--- config.mk ---
export PLATFORM = sky130hd
export DESIGN_NAME = calc_top
export DESIGN_NICKNAME = d
export VERILOG_FILES = /design/src/hw/calc_pkg.sv /design/src/hw/calc_top.sv /design/src/hw/calc_issue.sv /design/src/hw/calc_completion.sv /design/src/hw/calc_pipe_mul.sv /design/src/hw/calc_pipe_int.sv /design/src/hw/calc_bypass.sv
export VERILOG_INCLUDE_DIRS = /design/src /design/src/hw
export SDC_FILE = /design/constraint.sdc
export NUM_CORES = 2
export LEC_CHECK = 0
export BUFFER_PORTS_ARGS = -buffer_cell sky130_fd_sc_hd__buf_4
export CAP_MARGIN = 20
export CORE_UTILIZATION = 60
export CTS_CLUSTER_SIZE = 40
export DETAILED_ROUTE_END_ITERATION = 12
export GPL_ROUTABILITY_DRIVEN = 0
export MAX_ROUTING_LAYER = met4
export PLACE_DENSITY = 0.77
export SYNTH_ARGS = -nofsm -noshare
export SYNTH_HDL_FRONTEND = slang
export SYNTH_SLANG_ARGS = --single-unit
--- constraint.sdc ---
create_clock -name clk_i -period 11.7 [get_ports clk_i]
set_clock_uncertainty 0.2 [all_clocks]
set_input_delay 0 -clock clk_i [delete_from_list [all_inputs] [get_ports clk_i]]
set_output_delay 0 -clock clk_i [all_outputs]
set_load 0.01 [all_outputs]
--- src/hw/calc_macros.svh ---
`ifndef CALC_MACROS_SVH
`define CALC_MACROS_SVH

// Datapath and register file
`define CALC_DATA_WIDTH     32
`define CALC_REG_ADDR_WIDTH 5

// Completion pipe shape
`define CALC_PIPE_STAGE_ELS 4
`define CALC_MUL_LATENCY    3

// Dispatch, reservation and slot 1
`define CALC_POISON_STAGES  3

// One forwarding tap per completion stage, plus the slot that is writing back
`define CALC_FWD_ELS (`CALC_PIPE_STAGE_ELS + 1)

`endif
--- src/hw/calc_pkg.sv ---
`include "calc_macros.svh"

package calc_pkg;

  typedef enum logic [3:0]
  {
    e_op_add = 4'd0
    , e_op_sub = 4'd1
    , e_op_and = 4'd2
    , e_op_or  = 4'd3
    , e_op_xor = 4'd4
    , e_op_sll = 4'd5
    , e_op_srl = 4'd6
    , e_op_slt = 4'd7
    , e_op_mul = 4'd8
  } calc_op_e;

  typedef enum logic
  {
    e_pipe_int = 1'b0
    , e_pipe_mul = 1'b1
  } calc_pipe_e;

  // What the completion pipe keeps per slot
  typedef struct packed
  {
    logic                            v;
    calc_pipe_e                      pipe;
    logic [`CALC_REG_ADDR_WIDTH-1:0] rd_addr;
    logic                            irf_w_v;
  } calc_stage_s;

  typedef struct packed
  {
    logic                            v;
    calc_op_e                        op;
    calc_pipe_e                      pipe;
    logic [`CALC_REG_ADDR_WIDTH-1:0] rd_addr;
    logic                            irf_w_v;
    logic [`CALC_DATA_WIDTH-1:0]     rs1;
    logic [`CALC_DATA_WIDTH-1:0]     rs2;
  } calc_resv_s;

endpackage

--- src/hw/calc_top.sv ---
`timescale 1ns/10ps
`include "calc_macros.svh"

module calc_top
  (input  logic                                clk_i
   , input  logic                              arst_n_i

   , input  logic                              dispatch_v_i
   , input  calc_pkg::calc_op_e                dispatch_op_i
   , input  logic [`CALC_REG_ADDR_WIDTH-1:0]   dispatch_rs1_addr_i
   , input  logic [`CALC_REG_ADDR_WIDTH-1:0]   dispatch_rs2_addr_i
   , input  logic [`CALC_DATA_WIDTH-1:0]       dispatch_rs1_i
   , input  logic [`CALC_DATA_WIDTH-1:0]       dispatch_rs2_i
   , input  logic [`CALC_REG_ADDR_WIDTH-1:0]   dispatch_rd_addr_i
   , input  logic                              dispatch_irf_w_v_i

   , input  logic                              flush_i

   , output logic                              iwb_v_o
   , output logic [`CALC_REG_ADDR_WIDTH-1:0]   iwb_addr_o
   , output logic [`CALC_DATA_WIDTH-1:0]       iwb_data_o
  );

  calc_pkg::calc_resv_s                                    resv;
  logic [`CALC_DATA_WIDTH-1:0]                             int_data;
  logic [`CALC_DATA_WIDTH-1:0]                             mul_data;
  logic [`CALC_FWD_ELS-1:0]                                fwd_v;
  logic [`CALC_FWD_ELS-1:0][`CALC_REG_ADDR_WIDTH-1:0]      fwd_rd_addr;
  logic [`CALC_FWD_ELS-1:0][`CALC_DATA_WIDTH-1:0]          fwd_data;

  calc_issue issue
    (.clk_i(clk_i)
     , .arst_n_i(arst_n_i)
     , .dispatch_v_i(dispatch_v_i)
     , .dispatch_op_i(dispatch_op_i)
     , .dispatch_rs1_addr_i(dispatch_rs1_addr_i)
     , .dispatch_rs2_addr_i(dispatch_rs2_addr_i)
     , .dispatch_rs1_i(dispatch_rs1_i)
     , .dispatch_rs2_i(dispatch_rs2_i)
     , .dispatch_rd_addr_i(dispatch_rd_addr_i)
     , .dispatch_irf_w_v_i(dispatch_irf_w_v_i)
     , .fwd_v_i(fwd_v)
     , .fwd_rd_addr_i(fwd_rd_addr)
     , .fwd_data_i(fwd_data)
     , .resv_o(resv)
    );

  calc_pipe_int pipe_int
    (.resv_i(resv)
     , .data_o(int_data)
    );

  calc_pipe_mul pipe_mul
    (.clk_i(clk_i)
     , .arst_n_i(arst_n_i)
     , .resv_i(resv)
     , .data_o(mul_data)
    );

  calc_completion completion
    (.clk_i(clk_i)
     , .arst_n_i(arst_n_i)
     , .resv_i(resv)
     , .int_data_i(int_data)
     , .mul_data_i(mul_data)
     , .flush_i(flush_i)
     , .fwd_v_o(fwd_v)
     , .fwd_rd_addr_o(fwd_rd_addr)
     , .fwd_data_o(fwd_data)
     , .iwb_v_o(iwb_v_o)
     , .iwb_addr_o(iwb_addr_o)
     , .iwb_data_o(iwb_data_o)
    );

endmodule

--- src/hw/calc_issue.sv ---
`timescale 1ns/10ps
`include "calc_macros.svh"

module calc_issue
  (input  logic                                                clk_i
   , input  logic                                              arst_n_i

   , input  logic                                              dispatch_v_i
   , input  calc_pkg::calc_op_e                                dispatch_op_i
   , input  logic [`CALC_REG_ADDR_WIDTH-1:0]                   dispatch_rs1_addr_i
   , input  logic [`CALC_REG_ADDR_WIDTH-1:0]                   dispatch_rs2_addr_i
   , input  logic [`CALC_DATA_WIDTH-1:0]                       dispatch_rs1_i
   , input  logic [`CALC_DATA_WIDTH-1:0]                       dispatch_rs2_i
   , input  logic [`CALC_REG_ADDR_WIDTH-1:0]                   dispatch_rd_addr_i
   , input  logic                                              dispatch_irf_w_v_i

   , input  logic [`CALC_FWD_ELS-1:0]                          fwd_v_i
   , input  logic [`CALC_FWD_ELS-1:0][`CALC_REG_ADDR_WIDTH-1:0] fwd_rd_addr_i
   , input  logic [`CALC_FWD_ELS-1:0][`CALC_DATA_WIDTH-1:0]    fwd_data_i

   , output calc_pkg::calc_resv_s                              resv_o
  );

  logic [`CALC_DATA_WIDTH-1:0] bypass_rs1;
  logic [`CALC_DATA_WIDTH-1:0] bypass_rs2;
  calc_pkg::calc_resv_s        resv_n;
  calc_pkg::calc_resv_s        resv_q;
  logic                        resv_v_r;

  calc_bypass
    #(.els_p(2)
      , .zero_x0_p(1'b1)
     )
    int_bypass
    (.id_addr_i({dispatch_rs2_addr_i, dispatch_rs1_addr_i})
     , .id_data_i({dispatch_rs2_i, dispatch_rs1_i})
     , .fwd_v_i(fwd_v_i)
     , .fwd_rd_addr_i(fwd_rd_addr_i)
     , .fwd_data_i(fwd_data_i)
     , .bypass_o({bypass_rs2, bypass_rs1})
    );

  always_comb
  begin
    resv_n.v       = dispatch_v_i;
    resv_n.op      = dispatch_op_i;
    resv_n.pipe    = (dispatch_op_i == calc_pkg::e_op_mul) ? calc_pkg::e_pipe_mul
                                                           : calc_pkg::e_pipe_int;
    resv_n.rd_addr = dispatch_rd_addr_i;
    resv_n.irf_w_v = dispatch_irf_w_v_i;
    resv_n.rs1     = bypass_rs1;
    resv_n.rs2     = bypass_rs2;
  end

  always_ff @(posedge clk_i or negedge arst_n_i)
  begin
    if (!arst_n_i)
      resv_v_r <= 1'b0;
    else
      resv_v_r <= resv_n.v;
  end

  always_ff @(posedge clk_i)
    resv_q <= resv_n;

  always_comb
  begin
    resv_o   = resv_q;
    resv_o.v = resv_v_r;
  end

  a_op_known: assert property (@(posedge clk_i) disable iff (!arst_n_i)
    dispatch_v_i |-> (!$isunknown(dispatch_op_i) && (dispatch_op_i <= calc_pkg::e_op_mul)))
    else $error("dispatch with unknown op %0d", dispatch_op_i);

endmodule

--- src/hw/calc_completion.sv ---
`timescale 1ns/10ps
`include "calc_macros.svh"

module calc_completion
  (input  logic                                                clk_i
   , input  logic                                              arst_n_i

   , input  calc_pkg::calc_resv_s                              resv_i
   , input  logic [`CALC_DATA_WIDTH-1:0]                       int_data_i
   , input  logic [`CALC_DATA_WIDTH-1:0]                       mul_data_i
   , input  logic                                              flush_i

   , output logic [`CALC_FWD_ELS-1:0]                          fwd_v_o
   , output logic [`CALC_FWD_ELS-1:0][`CALC_REG_ADDR_WIDTH-1:0] fwd_rd_addr_o
   , output logic [`CALC_FWD_ELS-1:0][`CALC_DATA_WIDTH-1:0]    fwd_data_o

   , output logic                                              iwb_v_o
   , output logic [`CALC_REG_ADDR_WIDTH-1:0]                   iwb_addr_o
   , output logic [`CALC_DATA_WIDTH-1:0]                       iwb_data_o
  );

  localparam int els_lp      = `CALC_PIPE_STAGE_ELS;
  localparam int mul_slot_lp = `CALC_MUL_LATENCY;

  calc_pkg::calc_stage_s [els_lp:1]                          stage_r;
  calc_pkg::calc_stage_s [els_lp+1:1]                        stage_n;
  logic                  [els_lp:1][`CALC_DATA_WIDTH-1:0]    data_r;
  logic                  [els_lp+1:1][`CALC_DATA_WIDTH-1:0]  data_n;
  // Bit 0 follows the instruction sitting in the reservation register
  logic                  [els_lp:0]                          poison_r;
  logic                  [els_lp+1:1]                        poison_n;
  logic                                                      int_claim;
  logic                                                      mul_claim;

  assign int_claim = resv_i.v && (resv_i.pipe == calc_pkg::e_pipe_int);
  assign mul_claim = stage_r[mul_slot_lp-1].v
                     && (stage_r[mul_slot_lp-1].pipe == calc_pkg::e_pipe_mul);

  always_comb
  begin
    stage_n[1].v       = resv_i.v;
    stage_n[1].pipe    = resv_i.pipe;
    stage_n[1].rd_addr = resv_i.rd_addr;
    stage_n[1].irf_w_v = resv_i.irf_w_v;
    for (int i = 2; i <= els_lp+1; i++)
      stage_n[i] = stage_r[i-1];
  end

  // Results merge in where each pipe finishes
  always_comb
  begin
    data_n[1] = int_claim ? int_data_i : '0;
    for (int i = 2; i <= els_lp+1; i++)
    begin
      if ((i == mul_slot_lp) && mul_claim)
        data_n[i] = mul_data_i;
      else
        data_n[i] = data_r[i-1];
    end
  end

  always_comb
  begin
    for (int i = 1; i <= els_lp+1; i++)
      poison_n[i] = poison_r[i-1] | (flush_i && (i < `CALC_POISON_STAGES));
    // Bubbles never write back
    poison_n[1] = poison_n[1] | ~resv_i.v;
  end

  always_ff @(posedge clk_i or negedge arst_n_i)
  begin
    if (!arst_n_i)
    begin
      stage_r  <= '0;
      poison_r <= '0;
    end
    else
    begin
      stage_r  <= stage_n[els_lp:1];
      poison_r <= {poison_n[els_lp:1], flush_i};
    end
  end

  always_ff @(posedge clk_i)
    data_r <= data_n[els_lp:1];

  // A mul is only visible once its product has merged
  always_comb
  begin
    for (int s = 0; s < `CALC_FWD_ELS; s++)
    begin
      fwd_v_o[s]       = stage_n[s+1].v & stage_n[s+1].irf_w_v & ~poison_n[s+1]
                         & ((stage_n[s+1].pipe == calc_pkg::e_pipe_int)
                            || ((s + 1) >= mul_slot_lp));
      fwd_rd_addr_o[s] = stage_n[s+1].rd_addr;
      fwd_data_o[s]    = data_n[s+1];
    end
  end

  assign iwb_v_o    = stage_r[els_lp].v & stage_r[els_lp].irf_w_v & ~poison_r[els_lp];
  assign iwb_addr_o = stage_r[els_lp].rd_addr;
  assign iwb_data_o = data_r[els_lp];

  // The int merge point only ever sees a result for an int instruction
  a_int_merge: assert property (@(posedge clk_i) disable iff (!arst_n_i)
    !int_claim |-> (int_data_i == '0))
    else $error("int result offered without an int instruction in the reservation");

endmodule

--- src/hw/calc_pipe_mul.sv ---
`timescale 1ns/10ps
`include "calc_macros.svh"

module calc_pipe_mul
  (input  logic                          clk_i
   , input  logic                        arst_n_i
   , input  calc_pkg::calc_resv_s        resv_i
   , output logic [`CALC_DATA_WIDTH-1:0] data_o
  );

  localparam int half_lp = `CALC_DATA_WIDTH / 2;

  logic                        own;
  logic                        op_v_r;
  logic                        pp_v_r;
  logic [`CALC_DATA_WIDTH-1:0] a_r;
  logic [`CALC_DATA_WIDTH-1:0] b_r;
  logic [`CALC_DATA_WIDTH-1:0] pp_lo_r;
  logic [half_lp-1:0]          pp_hi_r;

  assign own = resv_i.v && (resv_i.pipe == calc_pkg::e_pipe_mul);

  always_ff @(posedge clk_i or negedge arst_n_i)
  begin
    if (!arst_n_i)
    begin
      op_v_r <= 1'b0;
      pp_v_r <= 1'b0;
    end
    else
    begin
      op_v_r <= own;
      pp_v_r <= op_v_r;
    end
  end

  // Low half of b against all of a
  // The high half of b only reaches the upper 16 bits
  always_ff @(posedge clk_i)
  begin
    if (own)
    begin
      a_r <= resv_i.rs1;
      b_r <= resv_i.rs2;
    end
    if (op_v_r)
    begin
      pp_lo_r <= a_r * {{half_lp{1'b0}}, b_r[half_lp-1:0]};
      pp_hi_r <= a_r[half_lp-1:0] * b_r[`CALC_DATA_WIDTH-1:half_lp];
    end
  end

  assign data_o = pp_lo_r + {pp_hi_r, {half_lp{1'b0}}};

  // Partial products must rebuild the low word of the full product
  a_pp_product: assert property (@(posedge clk_i) disable iff (!arst_n_i)
    pp_v_r |-> (data_o == $past(a_r * b_r)))
    else $error("mul product does not match its operands");

endmodule

--- src/hw/calc_pipe_int.sv ---
`timescale 1ns/10ps
`include "calc_macros.svh"

module calc_pipe_int
  (input  calc_pkg::calc_resv_s        resv_i
   , output logic [`CALC_DATA_WIDTH-1:0] data_o
  );

  localparam int shamt_width_lp = $clog2(`CALC_DATA_WIDTH);

  logic                        own;
  logic                        lt;
  logic [shamt_width_lp-1:0]   shamt;
  logic [`CALC_DATA_WIDTH-1:0] result;

  assign own   = resv_i.v && (resv_i.pipe == calc_pkg::e_pipe_int);
  assign shamt = resv_i.rs2[shamt_width_lp-1:0];
  assign lt    = $signed(resv_i.rs1) < $signed(resv_i.rs2);

  always_comb
  begin
    case (resv_i.op)
      calc_pkg::e_op_add: result = resv_i.rs1 + resv_i.rs2;
      calc_pkg::e_op_sub: result = resv_i.rs1 - resv_i.rs2;
      calc_pkg::e_op_and: result = resv_i.rs1 & resv_i.rs2;
      calc_pkg::e_op_or:  result = resv_i.rs1 | resv_i.rs2;
      calc_pkg::e_op_xor: result = resv_i.rs1 ^ resv_i.rs2;
      calc_pkg::e_op_sll: result = resv_i.rs1 << shamt;
      calc_pkg::e_op_srl: result = resv_i.rs1 >> shamt;
      calc_pkg::e_op_slt: result = {{(`CALC_DATA_WIDTH-1){1'b0}}, lt};
      // mul belongs to the other pipe
      default:            result = '0;
    endcase
  end

  assign data_o = own ? result : '0;

endmodule

--- src/hw/calc_bypass.sv ---
`timescale 1ns/10ps
`include "calc_macros.svh"

module calc_bypass
  #(parameter int   els_p     = 2
    , parameter bit zero_x0_p = 1'b1
   )
  (input  logic [els_p-1:0][`CALC_REG_ADDR_WIDTH-1:0]          id_addr_i
   , input  logic [els_p-1:0][`CALC_DATA_WIDTH-1:0]            id_data_i

   , input  logic [`CALC_FWD_ELS-1:0]                          fwd_v_i
   , input  logic [`CALC_FWD_ELS-1:0][`CALC_REG_ADDR_WIDTH-1:0] fwd_rd_addr_i
   , input  logic [`CALC_FWD_ELS-1:0][`CALC_DATA_WIDTH-1:0]    fwd_data_i

   , output logic [els_p-1:0][`CALC_DATA_WIDTH-1:0]            bypass_o
  );

  // Tap 0 is the youngest in-flight instruction
  always_comb
  begin
    for (int e = 0; e < els_p; e++)
    begin
      bypass_o[e] = id_data_i[e];

      // Walk oldest to youngest, so the youngest match is the one that sticks
      for (int s = `CALC_FWD_ELS-1; s >= 0; s--)
      begin
        if (fwd_v_i[s] && (fwd_rd_addr_i[s] == id_addr_i[e]))
        begin
          bypass_o[e] = fwd_data_i[s];
        end
      end

      // x0 is hardwired
      if (zero_x0_p && (id_addr_i[e] == '0))
      begin
        bypass_o[e] = '0;
      end
    end
  end

endmodule

---- Word level (Yosys, flattened, before mapping) ----
Cells that the tools add are included.
storage, ports and cells
  output and inout port bits .............. 38
  register bits after elaboration ......... 352
  logic and storage cells ................. 113
cells by class
  shift operators ......................... 2
  magnitude comparators ................... 1
  reduce and logical (&&, ||, !) cells .... 16
  mux-type cells .......................... 14
  bitwise operators ....................... 26
  $mul .................................... 2
  equal/unequal tests ..................... 18
  add/sub/neg operators ................... 3
operators with widths
  operator                                                         number
  32-bit two-way mux                                               12
  32-bit case mux with 8 select lines                              1
  32-bit adder                                                     2
  5-bit == test                                                    10
  32-bit bitwise AND                                               1
  32-bit < comparator                                              1
  32-bit by 16-bit multiplier with 32-bit output                   1
  32-bit OR                                                        1
  32-bit by 5-bit left shift with 32-bit output                    1
  32-bit by 5-bit >> shifter with 32-bit output                    1
  32-bit subtractor                                                1
  32-bit XOR                                                       1
  4-bit by 3-bit == test with 1-bit output, second input constant  4
  16-bit by 16-bit multiplier with 16-bit output                   1
  1-bit logical AND                                                13
  1-bit bitwise AND                                                12
  5-bit zero test                                                  2
  4-bit by 2-bit == test with 1-bit output, second input constant  2
  1-bit NOT                                                        8
  4-bit by 1-bit == test with 1-bit output, second input constant  1
  4-bit == test, second input constant                             1
  4-bit zero test                                                  1
  1-bit OR                                                         3
  1-bit two-way mux                                                1

---- Longest topological paths before layout ----
  depth in word-level cells ............... 8
  depth in mapped cells ................... 26

---- Modules after synthesis ----
A second synthesis with hierarchy kept.
unflattened totals
  cells, all modules ...................... 4579
  area total of the unflattened synthesis .. 39997.1 um^2
by module, submodules not included
  module           times used  cells each  area an instance (um^2)
  calc_pipe_mul    1           2049        19686.4
  calc_pipe_int    1           1342        8697.1
  calc_completion  1           406         5446.5
  calc_bypass      1           704         4618.2
  calc_issue       1           78          1549.0

---- Worst setup path after synthesis ----
Ideal clock, no wire load.
  path kind ............................... reg-to-reg
  from .................................... register pipe_mul.a_r[12]
  to ...................................... register pipe_mul.pp_lo_r[30], data pin
  setup slack ............................. 5419 ps
  required time ........................... 11242 ps
  stages on the path, launching flop included .. 23
  period minus slack after synthesis ...... 6281 ps
  arrival ................................. 5823 ps
  path through ............................ edfxtp_1 clkbuf_1 clkbuf_1 nand2_1 fa_1 fa_1 fa_1 inv_1 fa_1 fa_1 inv_1 fa_1 inv_1 ha_1 a211oi_1 nand2_1 a21oi_1 o31ai_1 o41a_1 o221ai_2 o2111ai_1 a21oi_1 xnor2_1
between the ends
  cells in the longest elaborated chain, start to end .. 1
RTL lines
  element                                         line                 RTL
  start: declaration                              calc_pipe_mul.sv:16  logic [`CALC_DATA_WIDTH-1:0] a_r;
  start signal: assignment                        calc_pipe_mul.sv:43  a_r <= resv_i.rs1;
  32-bit by 16-bit multiplier with 32-bit output  calc_pipe_mul.sv:48  pp_lo_r <= a_r * {{half_lp{1'b0}}, b_r[half_lp-1:0]};
  end signal: assignment                          calc_pipe_mul.sv:48
  end: declaration                                calc_pipe_mul.sv:18  logic [`CALC_DATA_WIDTH-1:0] pp_lo_r;
No other way between the ends.
A chain may end at the register's enable or synchronous reset.

---- Worst setup path in the final report ----
  from .................................... register pipe_mul.b_r[1]
  to ...................................... register pipe_mul.pp_lo_r[29], data pin
between the ends
  cells in the longest elaborated chain, start to end .. 1
RTL lines
  element                                         line                 RTL
  start: declaration                              calc_pipe_mul.sv:17  logic [`CALC_DATA_WIDTH-1:0] b_r;
  start signal: assignment                        calc_pipe_mul.sv:44  b_r <= resv_i.rs2;
  32-bit by 16-bit multiplier with 32-bit output  calc_pipe_mul.sv:48
No other way between the ends.

==> out/summary.md <==
- 7 — cell depth of the worst hold path
- 10 — first-pass detailed-route iteration total
- 562 x inv_1, 512 x nand2_1, 387 x fa_1 — most frequent cells in the layout
- input port to flop — class of the worst hold path
- 0.229 — sequential share of the synthesized area
- 11,820 ps — worst endpoint required time
- 6.22 — vias per cell
- 8.69 um^2 — syn avg cell area
- 8.69% — relative area change from synthesis to final layout
- 0 — hold violation count in the final report
- 114,000 um — total wire length after detailed routing
- 0 — warnings from Yosys
- 0.208 — worst slew margin relative to its limit
- 7170 ps — data arrival time of the critical path
- dispatch_rs1_i[22] — worst hold path startpoint
- 0 ps — setup TNS
- 91 — count of different cell masters after synthesis
- 115 nW/um^2 — power density normalized to cell area
- 126 — count of pins on the block boundary
- 24,800 um^2 — multi-input combinational cell area
- 60,200 um^2 — core footprint
- 82,100 um — DPL Wire Length
- 112 — number of synthesized flops with an enable pin
- 0 — Post CTS Setup Buffer Count
- 0.105 — post-synthesis async set-or-reset flop share
- 0.0758 — share of cells above drive strength 1
- 70 ps — register clock-pin slew on the reported worst setup and hold paths
- 23 — number of cells on the worst reg-to-reg path
- 600 ps — source-to-sink clock delay at the later pin of the worst-skew pair
- flop — Worst setup EP type
- 31,245 — total number of vias
- 7050 ps — minimum period implied by the final worst setup slack
- 90 — Site Rows
- 0.381 — combined global-route utilization of all metal layers
- 352 — number of register bits inferred by synthesis
- finished clean — result of the run
- 0.0186 uW — cell leakage power
- 3 — buffer depth of the longest clock path
- 0.606 — initial core utilization
- 70 — CTS Hold Bufs
- 4,200 — Post-Synthesis Cells
- 4,901 — post-synthesis net count
- 31,540 — number of global-route vias before repair
- 0 — number of routed nets with antenna violations
- 0 — number of setup violations in the final report
- inv_1 — most common library cell in the layout ignoring fill and taps
- 0 — post-route DRC violation count
- 4690 ps — worst slack at placement
- 0 — number of maximum-capacitance constraint violations
- 0.603 — final worst path period share
- dfxtp_1 — Main synth FF type
- 0.000115 V — worst vdd ir
- pipe_mul.b_r[1]$_DFFE_PP_ — start of the worst register-to-register path
- 4,877 — # placed instances
- 9 — antenna violations before repair
- 37,600 um^2 — placed standard-cell area
- 0 — sum of overflow across all layers after global routing
- 4,795 — number of fillers in the final layout
- clkbuf_16 — root buffer selected by CTS
- 0.142 GHz — max frequency
- 99 — pin count of the biggest net entering global routing
- 16 — CP Max Fanout
- 9.64 ps — worst-case hold slack
- flop — Worst setup SP type
- 22.6 um — Routed WL per cell
- no — RSZ-0062 raised after global routing
- 177,000 um — global-route wire length before repair
- 249 um — width of the die
- 39,700 um^2 — Final Cell Area
- 1190 ps — transition time at the pin with the least slew margin
- 2 — count of H-tree levels built during CTS
- 0 — max-slew violations
- built — clock tree from TritonCTS
- 125 — count of port buffers added during placement
- 36,500 um^2 — cell area after technology mapping
- 5,026 — Layout Cells excl Fill
- flop to flop — critical path class
- 0 — post-CTS sizing
- 3,504 — number of DRC violations after detailed-routing iteration 0
- 8360 um^2 — storage element area
- 352 — clock tree sinks
- 4,908 — number of nets in the layout
- pipe_mul.b_r[1]$_DFFE_PP_ — Setup crit start
- 4650 ps — setup slack of the critical path after layout
- 249 um — y dimension of the die
- 39 — number of buffers inserted during clock tree synthesis
- 61,800 um^2 — die area
==> cell usage after synthesis (all sizes together) (37+ instances only) <==
cell type | instances | area, um^2
fa | 387 | 7750
nor3 | 43 | 230
mux2i | 150 | 1500
xnor2 | 113 | 990
inv | 571 | 2140
o22ai | 45 | 282
clkbuf | 200 | 751
xor2 | 67 | 587
edfxtp | 112 | 3360
dfxtp | 203 | 4060
and2 | 207 | 1290
nand2 | 512 | 1920
o21ai | 215 | 1080
a21oi | 227 | 1150
dfrtp | 37 | 926
buf | 80 | 478
a211oi | 77 | 583
nor2 | 270 | 1010
o211ai | 41 | 313
ha | 226 | 2830
==> cell type report <==
class | count | area share
tap | 782 | 0.0247
clock buffer | 52 | 0.0279
sequential | 352 | 0.211
timing repair buffer | 246 | 0.0517
inverter | 573 | 0.0542
clock inverter | 19 | 0.00489
multi-input combinational | 2995 | 0.626
antenna | 7 | 0.000441
==> state kept, by name, indices dropped and copies added (netlist names) <==
| name | flops |
|---|---|
| issue.resv_o | 75 |
| completion.fwd_data_o | 64 |
| completion.data_r | 32 |
| completion.iwb_data_o | 32 |
| pipe_mul.a_r | 32 |
| pipe_mul.b_r | 32 |
| pipe_mul.pp_lo_r | 32 |
| pipe_mul.pp_hi_r | 16 |
| completion.fwd_rd_addr_o | 15 |
| completion.stage_n | 10 |
| completion.iwb_addr_o | 5 |
| completion.poison_r | 5 |
| issue.resv_v_r | 1 |
| pipe_mul.op_v_r | 1 |
==> metrics by stage <==
step | util | power [uW]
floorplan | - | 2720
global placement | 0.624 | 3240
detailed placement | 0.624 | 3260
CTS | 0.658 | 4530
global route | 0.659 | 4780
finish | 0.659 | 4570
==> worst max-delay path, cell delays in order, from the launching register on <==
cell,delay [ps]
edfxtp_1,850
buf_4,350
nand2_1,110
fa_1,550
fa_1,520
fa_1,520
inv_1,60
fa_1,490
fa_1,500
inv_1,60
fa_1,480
inv_1,50
ha_1,350
a21oi_1,160
o21bai_1,80
a21oi_1,180
o21ai_0,150
a31oi_1,180
o21ai_0,200
a21oi_1,210
o21bai_1,100
a21o_1,190
a211oi_1,220
nor2_1,60
==> power breakdown <==
part	total [uW]	switching (uW)	internal (uW)
sequential	1450	80.4	1370
combinational	1860	1120	737
clock	1250	551	703
==> cells by family after synthesis <==
| logic type | after synthesis | synth area share |
|---|---|---|
| AND/OR/NAND/NOR | 1187 | 0.150 |
| buffers and inverters | 853 | 0.0926 |
| AO/OA/AOI/OAI | 838 | 0.146 |
| adder cells (fa/ha/maj) | 613 | 0.290 |
| flip-flops | 352 | 0.229 |
| XOR/XNOR | 180 | 0.0432 |
| multiplexers | 177 | 0.0498 |
==> metal layers <==
layer,wire (um),vias up,global-route usage
li1,-,13754,-
met1,42300,15256,0.463
met5,0,-,-
met2,51600,1748,0.587
met4,7950,0,0.227
met3,11900,487,0.0811
==> final timing paths <==
kind                                                     to  slack [ps]
min in group asynchronous  completion.poison_r[1]$_DFF_PN0_         320
max reg2reg                  pipe_mul.pp_lo_r[29]$_DFFE_PP_        4650
max in group asynchronous         pipe_mul.op_v_r$_DFF_PN0_       10780
min                             issue.resv_o[54]$_SDFF_PN0_          10
max                          pipe_mul.pp_lo_r[29]$_DFFE_PP_        4650
min reg2reg                 completion.stage_n[8]$_DFF_PN0_         150
Note: power is estimated with default switching activity, not from simulation.
